==> src/hdl/render_pkg.sv <==
`default_nettype none

package render_pkg;

    // screen coordinate width
    localparam int COORD_W = 9;

    typedef logic [COORD_W-1:0] coord_t;

    // x in the upper half, y in the lower half
    typedef struct packed {
        coord_t x;
        coord_t y;
    } vertex_t;

    // index 0 is v1, 1 is v2, 2 is v3
    typedef vertex_t [2:0] tri_verts_t;

    // grey level, same value on all three channels
    typedef logic [7:0] shade_t;

    // holds a difference of two products of 10-bit signed terms
    typedef logic signed [2*COORD_W+1:0] edge_t;

    // 0 -> /1, 1 -> /2, 2 and 3 -> /4
    typedef logic [1:0] zoom_t;

    localparam shade_t FLAT_SHADE = 8'hCC;
    localparam shade_t BACKGROUND = 8'h00;

    // counter position to pixel pins
    localparam int RASTER_LATENCY = 2;

endpackage

`default_nettype wire

==> src/hdl/video_timing.sv <==
`timescale 1ns/1ps
`default_nettype none

module video_timing #(
    parameter int H_ACTIVE = 1280,
    parameter int H_FRONT = 110,
    parameter int H_SYNC = 40,
    parameter int H_BACK = 220,
    parameter int V_ACTIVE = 720,
    parameter int V_FRONT = 5,
    parameter int V_SYNC = 5,
    parameter int V_BACK = 20
) (
    input wire clk_pixel,
    input wire rst_n,
    output logic [render_pkg::COORD_W+1:0] hcount,
    output logic [render_pkg::COORD_W+1:0] vcount,
    output logic hsync_raw,
    output logic vsync_raw,
    output logic active,
    output logic frame_start
);

    // counter width, two bits above a screen coordinate
    localparam int CW = render_pkg::COORD_W + 2;

    localparam int H_TOTAL = H_ACTIVE + H_FRONT + H_SYNC + H_BACK;
    localparam int V_TOTAL = V_ACTIVE + V_FRONT + V_SYNC + V_BACK;

    // sync windows sit after the front porch
    localparam int H_SYNC_ON = H_ACTIVE + H_FRONT;
    localparam int H_SYNC_OFF = H_SYNC_ON + H_SYNC;
    localparam int V_SYNC_ON = V_ACTIVE + V_FRONT;
    localparam int V_SYNC_OFF = V_SYNC_ON + V_SYNC;

    logic line_end;
    logic frame_end;

    assign line_end = (hcount == CW'(H_TOTAL - 1));
    assign frame_end = (vcount == CW'(V_TOTAL - 1));

    // one pixel per clock, line counter steps at end of line
    always_ff @(posedge clk_pixel or negedge rst_n) begin
        if (!rst_n) begin
            hcount <= '0;
            vcount <= '0;
        end else if (line_end) begin
            hcount <= '0;
            vcount <= frame_end ? '0 : vcount + 1'b1;
        end else begin
            hcount <= hcount + 1'b1;
        end
    end

    // decoded straight from the counters so they stay aligned
    assign hsync_raw = (hcount >= CW'(H_SYNC_ON)) && (hcount < CW'(H_SYNC_OFF));
    // vsync spans whole lines
    assign vsync_raw = (vcount >= CW'(V_SYNC_ON)) && (vcount < CW'(V_SYNC_OFF));
    assign active = (hcount < CW'(H_ACTIVE)) && (vcount < CW'(V_ACTIVE));

    // counters sit at (0,0) for exactly one clock per frame
    assign frame_start = (hcount == '0) && (vcount == '0);

    // porches must keep the sync windows out of the picture
    assert property (@(posedge clk_pixel) disable iff (!rst_n)
        !(active && (hsync_raw || vsync_raw)));

endmodule

`default_nettype wire

==> config.mk <==
export PLATFORM = sky130hd
export DESIGN_NAME = video_timing
export DESIGN_NICKNAME = d
export VERILOG_FILES = /design/src/hdl/render_pkg.sv /design/src/hdl/video_timing.sv
export SDC_FILE = /design/constraint.sdc
export NUM_CORES = 1
export LEC_CHECK = 0
export BUFFER_PORTS_ARGS = -buffer_cell sky130_fd_sc_hd__buf_2
export CAP_MARGIN = 20
export CORE_ASPECT_RATIO = 0.7
export CORE_MARGIN = 2
export CORE_UTILIZATION = 24
export DETAILED_ROUTE_END_ITERATION = 7
export GPL_TIMING_DRIVEN = 0
export HOLD_SLACK_MARGIN = 0.12
export SETUP_SLACK_MARGIN = 0.15
export SLEW_MARGIN = 20
export SYNTH_ARGS = -nofsm -noshare
export SYNTH_HDL_FRONTEND = slang
export SYNTH_SLANG_ARGS = --single-unit
==> constraint.sdc <==
create_clock -name clk_pixel -period 6.8 [get_ports clk_pixel]
set_clock_uncertainty 0.2 [all_clocks]
set_input_delay 0 -clock clk_pixel [delete_from_list [all_inputs] [get_ports clk_pixel]]
set_output_delay 0 -clock clk_pixel [all_outputs]
set_load 0.005 [all_outputs]
==> results of run 1 <==
[through the flow]
step | cells | hold WS [ns]
6_report | 256 | 0.115
5_1_grt | 256 | 0.174
4_1_cts | 256 | 0.351
3_5_place_dp | 250 | -0.190
3_3_place_gp | 250 | -0.197
2_1_floorplan | 151 | -0.496
[worst max-delay path, cell delays in order, from the launching register on]
cell and delay (ns):
dfrtp_1 0.47, or4_4 0.60, or3_1 0.35, buf_2 0.18
or4_1 0.50, o21ai_0 0.09
[power breakdown]
group          total [mW]  leakage [nW]  internal [mW]  switching (mW)
Sequential          0.131         0.293          0.131               0
Combinational     0.00345         0.433       0.000772         0.00267
Clock              0.0953        0.0288         0.0517          0.0437
[area by class of cell]
| class | count | share of cell area [%] |
|---|---|---|
| timing repair buffer | 29 | 9.17 |
| buffer | 7 | 1.68 |
| clock buffer | 4 | 3.36 |
| tap | 72 | 5.50 |
| inverter | 8 | 1.83 |
| multi-input combinational | 114 | 44.8 |
| sequential | 22 | 33.6 |
[routing by layer]
| metal | track usage, % | vias to the layer above | part of all wire [%] | routed length (µm) |
|---|---|---|---|---|
| li1 | - | 602 | - | - |
| met4 | 1.65 | 0 | 0.24 | 8 |
| met5 | 0 | - | 0 | 0 |
| met3 | 3.73 | 2 | 6.6 | 218 |
| met2 | 16.6 | 36 | 41 | 1350 |
| met1 | 17.3 | 554 | 52 | 1720 |
[sequential cells by signal, summed over array words and instances (netlist names)]
register / flops
hcount: 11
vcount: 11
[worst paths after layout]
path                                     start                    end  slack [ns]  depth (start not counted)
max in group asynchronous                rst_n    hcount[8]$_DFF_PN0_        5.93                          3
min                                      rst_n    hcount[4]$_DFF_PN0_        0.12                          3
max reg2reg                hcount[2]$_DFF_PN0_  vcount[5]$_DFFE_PN0N_        4.34                          5
max                        hcount[2]$_DFF_PN0_  vcount[5]$_DFFE_PN0N_        4.34                          5
min reg2reg                hcount[0]$_DFF_PN0_    hcount[0]$_DFF_PN0_        0.34                          1
min in group clk_pixel     hcount[0]$_DFF_PN0_    hcount[0]$_DFF_PN0_        0.34                          1
[cells in the final DEF, fill, tap and decap left out, types with 2 or more instances in the layout]
cell      instances
nor3b_1           3
or2_2             2
dfrtp_1          22
a31oi_1           2
inv_1             8
clkbuf_8          4
nand3_1           7
o211ai_1          2
xor2_1            2
o21ai_0           4
mux2i_1           5
nor2_1           10
nand4_1           6
nor4_1            6
nand2_1          18
nor3_1            2
clkbuf_1          6
a21oi_1           9
buf_2            29
and2_1            6
ha_1              7
and3_1            3
xnor2_1           8
or4_1             2
[cells by family after synthesis]
logic type / share of synthesized area, %
adders and majority gates: 6.52
DFF: 41.0
AOI/OAI and AO/OA: 10.8
muxes: 3.73
buffers and inverters: 4.29
and+or+nand+nor: 27.1
xor gates and xnor gates: 6.52
[repair_timing]
action	CTS	global route
hold buffers	2	0
setup buffers	0	0
setup endpoints to repair	0	0
endpoints found under the hold margin	22	0
==> reports/metrics.cfg, run 1 <==
[logic_synthesis]
ys_types=33
yosysSeqAreaShare_pct=41.0
synthesis.area_um2=1340
synth.area.top_cells=dfrtp_1, ha_1, xnor2_1
synthCells=151
synth_top_area_share_pct=41.0
ys_ff_latch=22
synth.net_count=160
ys.flop_type=dfrtp_1
yosys.area.top_type=dfrtp_1
yosys-top-cells-count=dfrtp_1, nand2_1, nor2_1, a21oi_1
async_reset_ff_share_pct=100
synth-edff-count=0
synth_most_common_cell=dfrtp_1
syn_area_per_cell_um2=8.89
yosysWarnings=0

[pwr]
max-vdd-ir-drop_uv=75.1
power_mw=0.229
power_density_nw_per_um2=140
p_leak_nw=0.755

[sta]
hold_viol=0
fin_ws_ns=4.34
rsz0062_at_grt=no
fin_crit_sh_pct=36.2
finalCriticalPeriod_ns=2.46
max_slew_margin_pct=53.7
max_freq_mhz=406
setup_viol=0
drv_slew=0
finalSetupTns_ns=0
worstMarginPinSlew_ns=0.689

[clocking]
cts_root_buffer=clkbuf_8
htreeDepth=1
clkSinkCount=22
cts_tree=yes
cts_inserted_buffers=3
clockBufferDepth=2
clock_latency_ns=0.27
path_clk_slew_ns=0.08
cts_resized=0

[route]
via_count=1194
drtPass1Iterations=4
wirelength_um=3300
via_per_inst=4.66
detail_route.wl_per_cell_um=12.9
remaining_drc_errors=0
drt-initial-drc-count=78
drtAntennaViolNets=0

[critical_path]
startpoint_type=register
worstPathArrival_ns=2.45
cp_max_fo=9
worstSetupEndpointType=register
critical_path_class=register to register
worst-endpoint-required_ns=6.79

[grt]
grt_first_pass_wirelength_um=5620
antenna_found_initial=0
grt_max_degree=23
grt_use_total_pct=11.6
grt.overflow.total=0
grt_pass1_vias=1103

[floorplanning]
fp.dieH_um=66.6
start_util_pct=25.3
ioPinCount=28
die_w_um=93.4
row_count=22
die_area_um2=6220
coreArea_um2=5310

[finish]
layout-drive-gt1-share_pct=20.1
final_area_um2=1640
final_util_pct=30.8
regArea_um2=551
multi_input_area_um2=734
diodes=0
fill_cells=570
areaGrowthSynthToFinish_pct=22.0
nNetsFinal=194

[place]
port_buffers=27
post-place-ws_ns=4.37
place_area_um2=1570
gp_congestion=0.807
dp_hpwl_um=2440

[min_path]
min_path_type=input pin to async pin

[status]
status=complete, no violations

[run]
max_cap_viol_count=0

(Power assumes the default switching activity.)
==> run 2: changes to the inputs <==
Clock period 6.8 ns to 2.1 ns, I/O delays scaled along.
==> run 2 against run 1 <==
The run now ends with negative setup slack left. Utilization grew 4.6 points. Via count grew 8.0%. Sequential power grew to 3.2 times the previous value. Combinational power grew to 3.3 times the previous value. Die area is the same. Final area grew 15%. Clock power grew to 3.3 times the previous value. Flip-flop and latch count is the same. Fmax grew 13%. First-iteration DRC count shrank 9.0%. Critical path depth is the same. Critical path type unchanged. Largest power group unchanged. Highest routed layer unchanged.
==> reports/metrics.cfg, run 2 (same netlist as run 1, synthesis figures left out) <==
[pwr]
max-vdd-ir-drop_uv=197  ; +160%
p_leak_nw=0.849  ; +12%
power_density_nw_per_um2=396  ; +180%
power_mw=0.745  ; +220%

[sta]
fin_ws_ns=-0.0713  ; -4.41 ns
hold_viol=0  ; unchanged
rsz0062_at_grt=yes
drv_slew=0  ; unchanged
fin_crit_sh_pct=103  ; +67 points
finalCriticalPeriod_ns=2.17  ; -0.293 ns
setup_viol=1  ; +1
whs_ns=0.130  ; +0.0147 ns
worstMarginPinSlew_ns=0.512  ; -0.177 ns
max_freq_mhz=461  ; +13%
finalSetupTns_ns=-0.0713  ; -0.0713 ns
max_slew_margin_pct=65.9  ; +12 points

[grt]
grt_pass1_vias=1176  ; +6.6%
antenna_found_initial=0  ; unchanged
grt.overflow.total=0  ; unchanged
grt_use_total_pct=12.4  ; +0.76 points
grt_first_pass_wirelength_um=5930  ; +5.4%
grt_max_degree=23  ; unchanged

[critical_path]
cp_common_cell=or4_4
worstSetupEndpointType=register
r2r-end=vcount[5]$_DFFE_PN0N_
slowest_stage=or4_4
path_cells=or4_4 > or3_4 > buf_6 > or4_4 > o21ai_1
critPathMaxStageDelay_ns=0.55  ; -0.05 ns
ff2ff_setup_slack_ns=-0.07  ; -4.41 ns
reg2reg_depth=5  ; unchanged
crit_buf_inv=1  ; unchanged
regToRegStartpoint=hcount[3]$_DFF_PN0_
cp_max_fo=4  ; -5
startpoint_type=register
critical_path_class=register to register
worstPathArrival_ns=2.17  ; -0.28 ns
cp_top_family=simple AND/OR/NAND/NOR gates
worst-endpoint-required_ns=2.10  ; -4.69 ns

[clocking]
cts_root_buffer=clkbuf_8
clkSinkCount=22  ; unchanged
cts_tree=yes
cts_inserted_buffers=3  ; unchanged
path_clk_slew_ns=0.08  ; about the same
clockBufferDepth=2  ; unchanged
htreeDepth=1  ; unchanged
clock_latency_ns=0.26  ; about the same

[route]
route.met2.wl_um=1560  ; +16%
wirelength_um=3610  ; +9.5%
drt-initial-drc-count=71  ; -9.0%
detail_route.wl_per_cell_um=13.4  ; +3.8%
via_count=1290  ; +8.0%
drtAntennaViolNets=0  ; unchanged
top_layer=met4
drtPass1Iterations=4  ; unchanged
via_per_inst=4.78  ; +2.4%
route.met3.wl_um=294  ; +35%
wirelength_met1_um=1710  ; -0.52%
remaining_drc_errors=0  ; unchanged

[finish]
layout_commonest_cell=buf_2
layout_common_cells=buf_2, nand2_1, dfrtp_1
top_regs=hcount: 11 flops, vcount: 11 flops
final_area_um2=1880  ; +15%
areaGrowthSynthToFinish_pct=40.2
diodes=0  ; unchanged
fill_cells=563  ; -1.2%
nNetsFinal=208  ; +7.2%
layout-drive-gt1-share_pct=39.4  ; +19 points

[place]
gp_congestion=0.825  ; +2.2%
place_area_um2=1580  ; +0.48%
dp_hpwl_um=2430  ; -0.25%
port_buffers=27  ; unchanged

[run]
max_cap_viol_count=0  ; unchanged

[floorplanning]
row_count=22  ; unchanged
die_w_um=93.4  ; unchanged
die_area_um2=6220  ; unchanged
fp.dieH_um=66.6  ; unchanged
start_util_pct=25.3  ; unchanged
ioPinCount=28  ; unchanged
coreArea_um2=5310  ; unchanged

[min_path]
min_path_type=input pin to async pin

[status]
status=finished with violations
violations=negative setup slack

-- run 2: timing repair --
action                                 in CTS  in global routing
pin swaps                                   4                  3
setup buffers                               8                  6
setup endpoints to repair                  20                 22
hold buffers                                2                  0
resized for setup                          16                 24
endpoints found under the hold margin      22                  0
gates cloned                                0                  0
-- run 2: layout make-up --
type | instances | area [µm²] | share of cell area [%]
Multi-Input combinational cell | 114 | 840 | 44.6
Inverter | 8 | 30.0 | 1.60
Clock buffer | 4 | 55.1 | 2.93
Buffer | 7 | 46.3 | 2.46
Sequential cell | 22 | 558 | 29.7
Timing Repair Buffer | 43 | 263 | 14.0
Tap cell | 72 | 90.1 | 4.79
-- run 2: metrics by stage --
step	setup slack (ns)	instances	util [%]
after floorplan	-0.0857	151	-
after global placement	-0.212	250	29.7
after detailed placement	-0.217	250	29.7
after CTS	-0.0732	264	33.2
after global routing	-0.124	270	35.4
final	-0.0713	270	35.4
-- run 2: worst reg2reg max path, delay by kind of cell (launching register included) --
kind	cells	cell delay (ns)
simple gates	3	1.29
compound gates	1	0.08
buf+inv	1	0.13
flops	1	0.41
-- run 2: power by group --
part,internal (mW),switching [mW]
combinational,0.00251,0.00880
sequential,0.423,0
clock,0.167,0.143
total,0.593,0.152
-- run 2: worst max-delay path by stage --
stage                              startpoint                     end  slack (ns)  depth (start not counted)
after floorplan           hcount[7]$_DFF_PN0_   vcount[5]$_DFFE_PN0N_       -0.09                          5
after global placement    hcount[7]$_DFF_PN0_  vcount[10]$_DFFE_PN0N_       -0.21                          4
after detailed placement  hcount[7]$_DFF_PN0_  vcount[10]$_DFFE_PN0N_       -0.22                          4
after global routing      hcount[3]$_DFF_PN0_   vcount[5]$_DFFE_PN0N_       -0.12                          5
final                     hcount[3]$_DFF_PN0_   vcount[5]$_DFFE_PN0N_       -0.07                          5
after CTS                 hcount[2]$_DFF_PN0_   vcount[5]$_DFFE_PN0N_       -0.07                          5
-- run 2: per-layer routing --
metal  vias up  GRT usage [%]
met3         4           4.07
met1       606           17.7
met4         0           2.94
met5         -              0
met2        44           18.1
li1        636              -
