## src/hdl/render_pkg.sv

```systemverilog
`default_nettype none

package render_pkg;

    // screen coordinate width
    localparam int COORD_W = 9;

    typedef logic [COORD_W-1:0] coord_t;

    // x in the upper half, y in the lower half
    typedef struct packed {
        coord_t x;
        coord_t y;
    } vertex_t;

    // index 0 is v1, 1 is v2, 2 is v3
    typedef vertex_t [2:0] tri_verts_t;

    // grey level, same value on all three channels
    typedef logic [7:0] shade_t;

    // holds a difference of two products of 10-bit signed terms
    typedef logic signed [2*COORD_W+1:0] edge_t;

    // 0 -> /1, 1 -> /2, 2 and 3 -> /4
    typedef logic [1:0] zoom_t;

    localparam shade_t FLAT_SHADE = 8'hCC;
    localparam shade_t BACKGROUND = 8'h00;

    // counter position to pixel pins
    localparam int RASTER_LATENCY = 2;

endpackage

`default_nettype wire

```

## src/hdl/tri_if.sv

```systemverilog
`timescale 1ns/1ps
`default_nettype none

interface tri_if;

    // displayed triangle as it was handed over
    render_pkg::tri_verts_t verts;
    render_pkg::shade_t shade;
    // high while a triangle is on screen
    logic shown;
    // same vertices split out, pts[vertex][0] is x, pts[vertex][1] is y
    render_pkg::coord_t pts [3][2];

    // control side owns every field
    modport ctrl (output verts, output shade, output shown, output pts);

    // rasterizer only looks
    modport raster (input verts, input shade, input shown, input pts);

endinterface

`default_nettype wire

```

## src/hdl/scene_ctrl.sv

```systemverilog
`timescale 1ns/1ps
`default_nettype none

module scene_ctrl (
    input wire clk_pixel,
    input wire rst_n,
    input wire tri_valid,
    input wire render_pkg::tri_verts_t tri_verts,
    input wire render_pkg::shade_t tri_shade,
    input wire obj_done,
    input wire frame_start,
    output logic tri_ready,
    tri_if.ctrl scene
);

    typedef enum logic [1:0] {
        EMPTY,
        PENDING_TRI,
        PENDING_CLEAR
    } state_t;

    state_t state;
    state_t state_next;
    logic take;

    // triangle waiting for the next frame
    render_pkg::tri_verts_t pend_verts;
    render_pkg::shade_t pend_shade;

    // one slot, so ready only when nothing is queued
    assign tri_ready = (state == EMPTY);
    assign take = tri_valid && tri_ready;

    always_comb begin
        state_next = state;
        case (state)
            EMPTY: begin
                // a triangle wins over a simultaneous obj_done
                if (take) begin
                    state_next = PENDING_TRI;
                end else if (obj_done) begin
                    state_next = PENDING_CLEAR;
                end
            end
            PENDING_TRI, PENDING_CLEAR: begin
                if (frame_start) begin
                    state_next = EMPTY;
                end
            end
            default: state_next = EMPTY;
        endcase
    end

    always_ff @(posedge clk_pixel or negedge rst_n) begin
        if (!rst_n) begin
            state <= EMPTY;
        end else begin
            state <= state_next;
        end
    end

    always_ff @(posedge clk_pixel) begin
        if (take) begin
            pend_verts <= tri_verts;
            pend_shade <= tri_shade;
        end
    end

    // swap only at (0,0) so a frame never mixes two triangles
    always_ff @(posedge clk_pixel or negedge rst_n) begin
        if (!rst_n) begin
            scene.shown <= 1'b0;
            scene.verts <= '0;
            scene.shade <= '0;
            for (int i = 0; i < 3; i++) begin
                scene.pts[i][0] <= '0;
                scene.pts[i][1] <= '0;
            end
        end else if (frame_start && state == PENDING_TRI) begin
            scene.shown <= 1'b1;
            scene.verts <= pend_verts;
            scene.shade <= pend_shade;
            for (int i = 0; i < 3; i++) begin
                scene.pts[i][0] <= pend_verts[i].x;
                scene.pts[i][1] <= pend_verts[i].y;
            end
        end else if (frame_start && state == PENDING_CLEAR) begin
            // obj_done blanks the screen, old vertices just linger
            scene.shown <= 1'b0;
        end
    end

    // handshake stays closed from a take until the frame start that empties the slot
    assert property (@(posedge clk_pixel) disable iff (!rst_n)
        (take || (state != EMPTY && !frame_start)) |=> !tri_ready);

    // rasterizer sees a new picture only right after frame start
    assert property (@(posedge clk_pixel) disable iff (!rst_n)
        !$past(frame_start) |-> $stable({scene.verts, scene.shade, scene.shown}));

endmodule

`default_nettype wire

```

## src/flat_wrapper.sv

```systemverilog
// flat-port wrapper written by rule: the top's interface ports become plain ports
module scene_ctrl_flat 
  (clk_pixel, rst_n, tri_valid, tri_verts, tri_shade, obj_done, frame_start, tri_ready, scene_verts, scene_shade, scene_shown, scene_pts);
  tri_if scene_i ();
  input wire clk_pixel;
  input wire rst_n;
  input wire tri_valid;
  input wire render_pkg::tri_verts_t tri_verts;
  input wire render_pkg::shade_t tri_shade;
  input wire obj_done;
  input wire frame_start;
  output logic tri_ready;
  output wire logic [$bits(scene_i.verts)-1:0] scene_verts;
  output wire logic [$bits(scene_i.shade)-1:0] scene_shade;
  output wire logic [$bits(scene_i.shown)-1:0] scene_shown;
  output wire logic [$bits(scene_i.pts)-1:0] scene_pts;
  assign scene_verts = scene_i.verts;
  assign scene_shade = scene_i.shade;
  assign scene_shown = scene_i.shown;
  assign scene_pts = {>>{scene_i.pts}};
  scene_ctrl u_core (.clk_pixel(clk_pixel), .rst_n(rst_n), .tri_valid(tri_valid), .tri_verts(tri_verts), .tri_shade(tri_shade), .obj_done(obj_done), .frame_start(frame_start), .tri_ready(tri_ready), .scene(scene_i));
endmodule
```

## config.mk

```make
export PLATFORM = sky130hd
export DESIGN_NAME = scene_ctrl_flat
export DESIGN_NICKNAME = d
export VERILOG_FILES = /design/src/hdl/render_pkg.sv /design/src/hdl/tri_if.sv /design/src/hdl/scene_ctrl.sv /design/src/flat_wrapper.sv
export SDC_FILE = /design/constraint.sdc
export NUM_CORES = 1
export LEC_CHECK = 0
export CAP_MARGIN = 40
export CELL_PAD_IN_SITES_DETAIL_PLACEMENT = 0
export CELL_PAD_IN_SITES_GLOBAL_PLACEMENT = 1
export CORE_MARGIN = 1
export CORE_UTILIZATION = 44
export DETAILED_ROUTE_END_ITERATION = 8
export DONT_BUFFER_PORTS = 1
export GPL_TIMING_DRIVEN = 0
export PLACE_DENSITY = 0.81
export SLEW_MARGIN = 10
export SYNTH_ARGS = -nofsm -noshare
export SYNTH_HDL_FRONTEND = slang
export SYNTH_SLANG_ARGS = --single-unit
```

## constraint.sdc

```tcl
create_clock -name clk_pixel -period 3.3 [get_ports clk_pixel]
set_clock_uncertainty 0.1 [all_clocks]
set_input_delay 0.165 -clock clk_pixel [delete_from_list [all_inputs] [get_ports clk_pixel]]
set_output_delay 0.165 -clock clk_pixel [all_outputs]
set_load 0.02 [all_outputs]
```

==> summary.txt, run 1 <==
Final layout
  • Share of cells above drive strength 1: 0.429
  • Post-route cell area: 6360 um2
  • Fill cells: 767
  • NumNets Final: 425
  • Finished Core Util: 0.608
  • P&R area growth vs syn: 32.3%

Logic synthesis
  • Fraction of the mapped netlist area in adder cells: 0.00781
  • Distinct cells, synth: 16
  • Area fraction in and, or, nand and nor cells after synthesis: 0.00807
  • Largest family of logic cells by synthesized area: multiplexers
  • Mean Syn Cell Area: 18.1 um2
  • Ys Warns: 0
  • Mux cell area share after synthesis: 0.149
  • Mapped Nets: 336
  • Yosys reg bits: 127
  • Synth Area in XOR/XNOR: 0
  • Synth Area in Compound Gates: 0.00547
  • Post-Syn Instances: 266
  • Post-Syn Area: 4800 um2
  • Sequential element share of the synthesized area: 0.726

Critical path
  • WP data arrival: 2.71 ns
  • Crit-path max FO: 4
  • Crit Path Category: flop to flop
  • Crit start category: flop
  • Req. time, crit path: 3.64 ns
  • Crit end category: flop

Placement
  • Placed Area: 5000 um2
  • Port Buffer Count: 0
  • Placed wire-length estimate: 5390 um
  • GP Congestion: 0.684

Floorplan
  • FP Rows: 37
  • Full die area: 11,300 um2
  • Io pins: 185
  • Initial core utilization: 0.459
  • Core region area: 10,500 um2
  • Die width: 106 um
  • Die height: 106 um

Power and ir drop
  • LEAKAGE: 2.64 nW
  • Peak supply drop: 0.543 mV
  • Power per Cell Area: 1110 nW/um2
  • Total design power: 7.08 mW

Route
  • DR WL/cell: 16.9 um
  • Detailed-route vias per instance: 4.71
  • Antenna-violating nets left: 0
  • Initial DRC count: 85
  • Residual DRC count: 0
  • Total Wirelength: 8560 um
  • Via count: 2,378
  • Drt pass-1 iters: 4

STA
  • Final hold violations: 0
  • F_max: 423 MHz
  • Final setup viols: 0
  • RSZ-0062 raised after global routing: false
  • Slew margin rel.: 0.769
  • Fin crit share: 0.716
  • Worst slew pin tran: 0.347 ns
  • Minimum clock period: 2.36 ns
  • Worst hold margin: 0.116 ns
  • Pins Over Slew Limit: 0

CTS
  • CTS sink count: 127
  • H-tree lvl count: 4
  • Clock tree buffer depth: 2
  • Post CTS Setup Buffer Count: 0
  • Clk slew on worst S/H paths: 0.06 ns
  • Clk Latency, worst-skew pair: 0.51 ns
  • Root buf cell: clkbuf_8
  • CTS Buf Count: 17
  • Post_cts resized: 0
  • CTS tree: done

Flow run
  • MaxCap Viol Count: 0

Global routing
  • GRT Total Usage: 0.159
  • Gr ovfl total: 0
  • Vias in the first global route: 2,557
  • First-pass GRT wire length: 13,000 um
  • Largest net degree at the start of global routing: 66
  • Initial antenna violation count: 1

Hold path
  • Hold Crit Class: primary input to asynchronous set/reset pin

Outcome
  • Status: complete, no violations
==> routing by layer <==
layer	vias to the layer above	track usage	share of wire
met5	-	0	0
met1	1175	0.171	0.39
li1	1071	-	-
met2	123	0.270	0.52
met3	9	0.0613	0.075
met4	0	0.0861	0.013
==> synth_stat cells <==
cell type / number / share of area
inv_1: 3 / 0.0023
ha_1: 3 / 0.0078
a21boi_0: 1 / 0.0016
o21ai_0: 2 / 0.0021
a22o_1: 1 / 0.0018
and2_1: 1 / 0.0013
nand2b_1: 1 / 0.0013
clkbuf_8: 5 / 0.014
edfxtp_1: 62 / 0.39
mux2_2: 57 / 0.13
dfrtp_1: 65 / 0.34
mux2_4: 5 / 0.016
buf_4: 54 / 0.084
nand2_4: 1 / 0.0023
nand2_1: 4 / 0.0031
buf_6: 1 / 0.0023
==> through the flow <==
stage	setup TNS [ns]	worst slack, ns	cells
5_1_grt	0	0.834	505
4_1_cts	0	0.948	504
3_5_place_dp	0	1.31	403
3_3_place_gp	-19.24	-0.308	402
2_1_floorplan	0	0.502	266
6_report	0	0.937	505
==> flip-flops by register name, summed over array words and instances, names as in the netlist <==
register,cells
u_core.pend_verts,54
u_core.scene.verts,45
u_core.scene.pts,9
u_core.pend_shade,8
u_core.scene.shade,8
u_core.state,2
u_core.scene.shown,1
==> critical path: stages, from the launching register on <==
cell and delay [ns]:
dfrtp_1 0.39, inv_1 0.08, ha_1 0.29, nand2b_1 0.12, nand2_1 0.06, dlygate4sd3_1 0.54
a21boi_0 0.16, dlygate4sd3_1 0.57
==> cell usage in the layout (no fill, tap or decap), types with 3 or more instances in the layout <==
| cell type | synthesis | routed |
|---|---|---|
| buf_4 | 54 | 54 |
| bufinv_16 | 0 | 5 |
| clkbuf_16 | 0 | 16 |
| clkbuf_8 | 5 | 8 |
| clkinvlp_4 | 0 | 3 |
| dfrtp_1 | 65 | 65 |
| dlygate4sd3_1 | 0 | 68 |
| edfxtp_1 | 62 | 62 |
| ha_1 | 3 | 3 |
| inv_1 | 3 | 3 |
| mux2_2 | 57 | 57 |
| mux2_4 | 5 | 5 |
| nand2_1 | 4 | 4 |
==> cell type report <==
| class | count | area, um2 | share of cell area |
|---|---|---|---|
| antenna | 1 | 2.50 | 0.000394 |
| buffer | 60 | 485 | 0.0763 |
| clock buffer | 19 | 442 | 0.0695 |
| clock inverter | 13 | 209 | 0.0329 |
| inverter | 3 | 11.3 | 0.00177 |
| multi-input combinational | 76 | 822 | 0.129 |
| sequential | 127 | 3490 | 0.549 |
| tap | 136 | 170 | 0.0268 |
| timing repair buffer | 70 | 728 | 0.115 |
==> logic make-up after synthesis <==
kind of cell / Yosys count
DFF: 127
buffers and inverters: 63
muxes: 62
and+or+nand+nor: 7
AOI/OAI and AO/OA: 4
adders and majority gates: 3
==> path summary, 6_finish.rpt <==
| path | start | end | slack [ns] | cells after the start |
|---|---|---|---|---|
| worst max-delay path | u_core.state[0]$_DFFE_PN0P_ | u_core.state[1]$_DFFE_PN0P_ | 0.94 | 7 |
| worst min-delay path | rst_n | u_core.scene.verts[53]$_DFFE_PN0P_ | 0.12 | 2 |
| worst max register to register | u_core.state[0]$_DFFE_PN0P_ | u_core.state[1]$_DFFE_PN0P_ | 0.94 | 7 |
| worst min register to register | u_core.pend_verts[22]$_DFFE_PP_ | u_core.scene.verts[22]$_DFFE_PN0P_ | 0.37 | 1 |
| max in group asynchronous | rst_n | u_core.scene.verts[26]$_DFFE_PN0P_ | 2.70 | 2 |
| min in group clk_pixel | tri_verts[40] | u_core.pend_verts[40]$_DFFE_PP_ | 0.18 | 1 |
==> power breakdown <==
group	internal, mW	switching (mW)	total [mW]
combinational	0.947	0.922	1.87
sequential	2.28	0.910	3.19
clock	1.35	0.671	2.02
total	4.58	2.50	7.08
==> repair_timing <==
action | in CTS | in global routing
hold buffers | 69 | 0
endpoints found under the setup margin | 0 | 0
hold endpoints to repair | 152 | 0
Power figures use the tool's default switching activity.
==> run 2, diff against run 1 <==
Settings changed: PLACE_DENSITY 0.81 to 0.83.
Clock period 3.3 ns to 1.9 ns, I/O delays scaled along.
==> summary.txt, run 2 (same netlist as run 1, synthesis figures left out) <==
STA
  • Slew margin rel.: 0.678 (-0.0909)
  • Minimum clock period: 1.76 ns (-0.604 ns)
  • F_max: 569 MHz (+34%)
  • Pins Over Slew Limit: 0 (unchanged)
  • Final hold violations: 0 (unchanged)
  • Post-Route Setup TNS: 0 ns (unchanged)
  • Final setup viols: 0 (unchanged)
  • Worst slew pin tran: 0.483 ns (+0.136 ns)
  • RSZ-0062 raised after global routing: false
  • Fin crit share: 0.926 (+0.210)

Route
  • Via count: 2,412 (+1.4%)
  • Drt pass-1 iters: 4 (unchanged)
  • Residual DRC count: 0 (unchanged)
  • Total Wirelength: 8370 um (-2.2%)
  • Detailed-route vias per instance: 4.80 (+1.8%)
  • DR WL/cell: 16.6 um (-1.8%)
  • Antenna-violating nets left: 0 (unchanged)
  • Initial DRC count: 48 (-44%)

Placement
  • GP Congestion: 0.633 (-7.5%)
  • Cell Count Post-Placement: 402 (-0.25%)
  • Port Buffer Count: 0 (unchanged)
  • Placed wire-length estimate: 5050 um (-6.3%)
  • Placed Area: 4980 um2 (-0.40%)

Floorplan
  • Initial core utilization: 0.459 (unchanged)
  • Die width: 106 um (unchanged)
  • FP Rows: 37 (unchanged)
  • Io pins: 185 (unchanged)
  • Full die area: 11,300 um2 (unchanged)
  • Core region area: 10,500 um2 (unchanged)
  • Die height: 106 um (unchanged)

Final layout
  • Post-route cell area: 6280 um2 (-1.3%)
  • N_diodes: 0 (-1)
  • Largest Register: u_core.pend_verts
  • Commonest non-fill, non-tap cells in the layout: dlygate4sd3_1 (66), dfrtp_1 (65), edfxtp_1 (62)
  • Max FFs per register: 54 (unchanged)
  • Fill cells: 778 (+1.4%)
  • Most common cell after layout, fill and taps aside: dlygate4sd3_1
  • Final Instance Count excl. Fillers: 503 (-0.40%)
  • Biggest regs: u_core.pend_verts x54, u_core.scene.verts x45, u_core.scene.pts x9
  • Share of cells above drive strength 1: 0.431 (+0.00117)
  • NumNets Final: 424 (-0.24%)
  • P&R area growth vs syn: 30.6%
  • Finished Core Util: 0.600 (-0.00789)

Global routing
  • First-pass GRT wire length: 13,100 um (+0.84%)
  • GRT Total Usage: 0.158 (-0.00146)
  • Largest net degree at the start of global routing: 66 (unchanged)
  • Vias in the first global route: 2,592 (+1.4%)
  • Initial antenna violation count: 0 (-1)
  • Gr ovfl total: 0 (unchanged)

Critical path
  • R2R Setup Slk: 0.14 ns (-0.80 ns)
  • End point of the critical path: u_core.pend_verts[1]$_DFFE_PP_
  • Req. time, crit path: 1.93 ns (-1.71 ns)
  • Reg2Reg Depth: 3 (-4)
  • Crit end category: flop
  • FF-to-FF Start: u_core.state[0]$_DFFE_PN0P_
  • WP data arrival: 1.79 ns (-0.92 ns)
  • Crit Path Category: flop to flop
  • CP startpoint: u_core.state[0]$_DFFE_PN0P_
  • R2R Path End: u_core.pend_verts[1]$_DFFE_PP_
  • Crit start category: flop
  • Crit-path max FO: 32 (+28)

CTS
  • Root buf cell: clkbuf_8
  • Clk slew on worst S/H paths: 0.06 ns (about the same)
  • Clk Latency, worst-skew pair: 0.50 ns (about the same)
  • CTS Buf Count: 17 (unchanged)
  • CTS sink count: 127 (unchanged)
  • CTS tree: done
  • Clock tree buffer depth: 2 (unchanged)
  • H-tree lvl count: 4 (unchanged)

Power and ir drop
  • LEAKAGE: 2.60 nW (-1.4%)
  • Power per Cell Area: 1900 nW/um2 (+71%)
  • Total design power: 11.9 mW (+69%)
  • Peak supply drop: 1.07 mV (+97%)

Hold path
  • Hold Crit Class: primary input to asynchronous set/reset pin

Flow run
  • MaxCap Viol Count: 0 (unchanged)

Outcome
  • Status: complete, no violations
## run 2: cell types whose count changed in the layout (fill, tap and decap cells not counted), moves of 2 or more
cell | before | now
bufinv_16 | 5 | 3
clkbuf_8 | 8 | 6
clkinv_1 | 0 | 2
dlygate4sd3_1 | 68 | 66
## run 2: cell type report
class	count	area, um2	share of cell area
buffer	60	485	0.0774
multi-input combinational	77	837	0.133
tap	136	170	0.0271
clock inverter	14	165	0.0263
inverter	3	11.3	0.00179
timing repair buffer	68	701	0.112
clock buffer	18	418	0.0666
sequential	127	3490	0.556
## run 2: repair_timing
item | in CTS | in global routing
resized for setup | 1 | 5
hold buffers | 68 | 0
hold endpoints to repair | 203 | 0
gates cloned | 1 | 0
endpoints found under the setup margin | 63 | 63
pin swaps | 1 | 2
setup buffers | 0 | 0
## run 2: power breakdown
group / switching [mW] / internal, mW / total [mW] / leakage, nW
sequential: 1.56 / 3.97 / 5.53 / 1.35
combinational: 1.60 / 1.63 / 3.23 / 0.970
clock: 1.18 / 2.00 / 3.18 / 0.277
total: 4.34 / 7.59 / 11.9 / 2.60
## run 2: stage by stage
stage,hold slack [ns],setup slack (ns)
2_1_floorplan,-0.301,0.0909
3_3_place_gp,-0.299,-0.198
3_5_place_dp,-0.299,-0.225
4_1_cts,0.0793,0.0280
5_1_grt,0.0853,0.0623
6_report,0.0699,0.141
## run 2: critical path, cell delays in order (launching register included)
cell	delay, ns
dfrtp_1	0.40
inv_1	0.09
ha_2	0.29
and2_4	0.48
## run 2: metal layers
metal	routed length, um	part of all wire	up-vias	global-route usage
li1	-	-	1071	-
met3	622	0.074	8	0.0601
met2	4310	0.51	121	0.260
met4	62	0.0074	0	0.0646
met1	3370	0.40	1212	0.186
met5	0	0	-	0
## run 2: worst min-delay path by stage
stage / cells past startpoint / endpoint / slack, ns / startpoint
CTS: 1 / u_core.pend_shade[2]$_DFFE_PP_ / 0.08 / tri_shade[2]
global placement: 0 / u_core.scene.verts[4]$_DFFE_PN0P_ / -0.30 / rst_n
global route: 1 / u_core.pend_verts[41]$_DFFE_PP_ / 0.09 / tri_verts[41]
detailed placement: 0 / u_core.scene.verts[4]$_DFFE_PN0P_ / -0.30 / rst_n
finish: 2 / u_core.scene.verts[23]$_DFFE_PN0P_ / 0.07 / rst_n
floorplan: 0 / u_core.scene.pts[45]$_DFFE_PN0P_ / -0.30 / rst_n
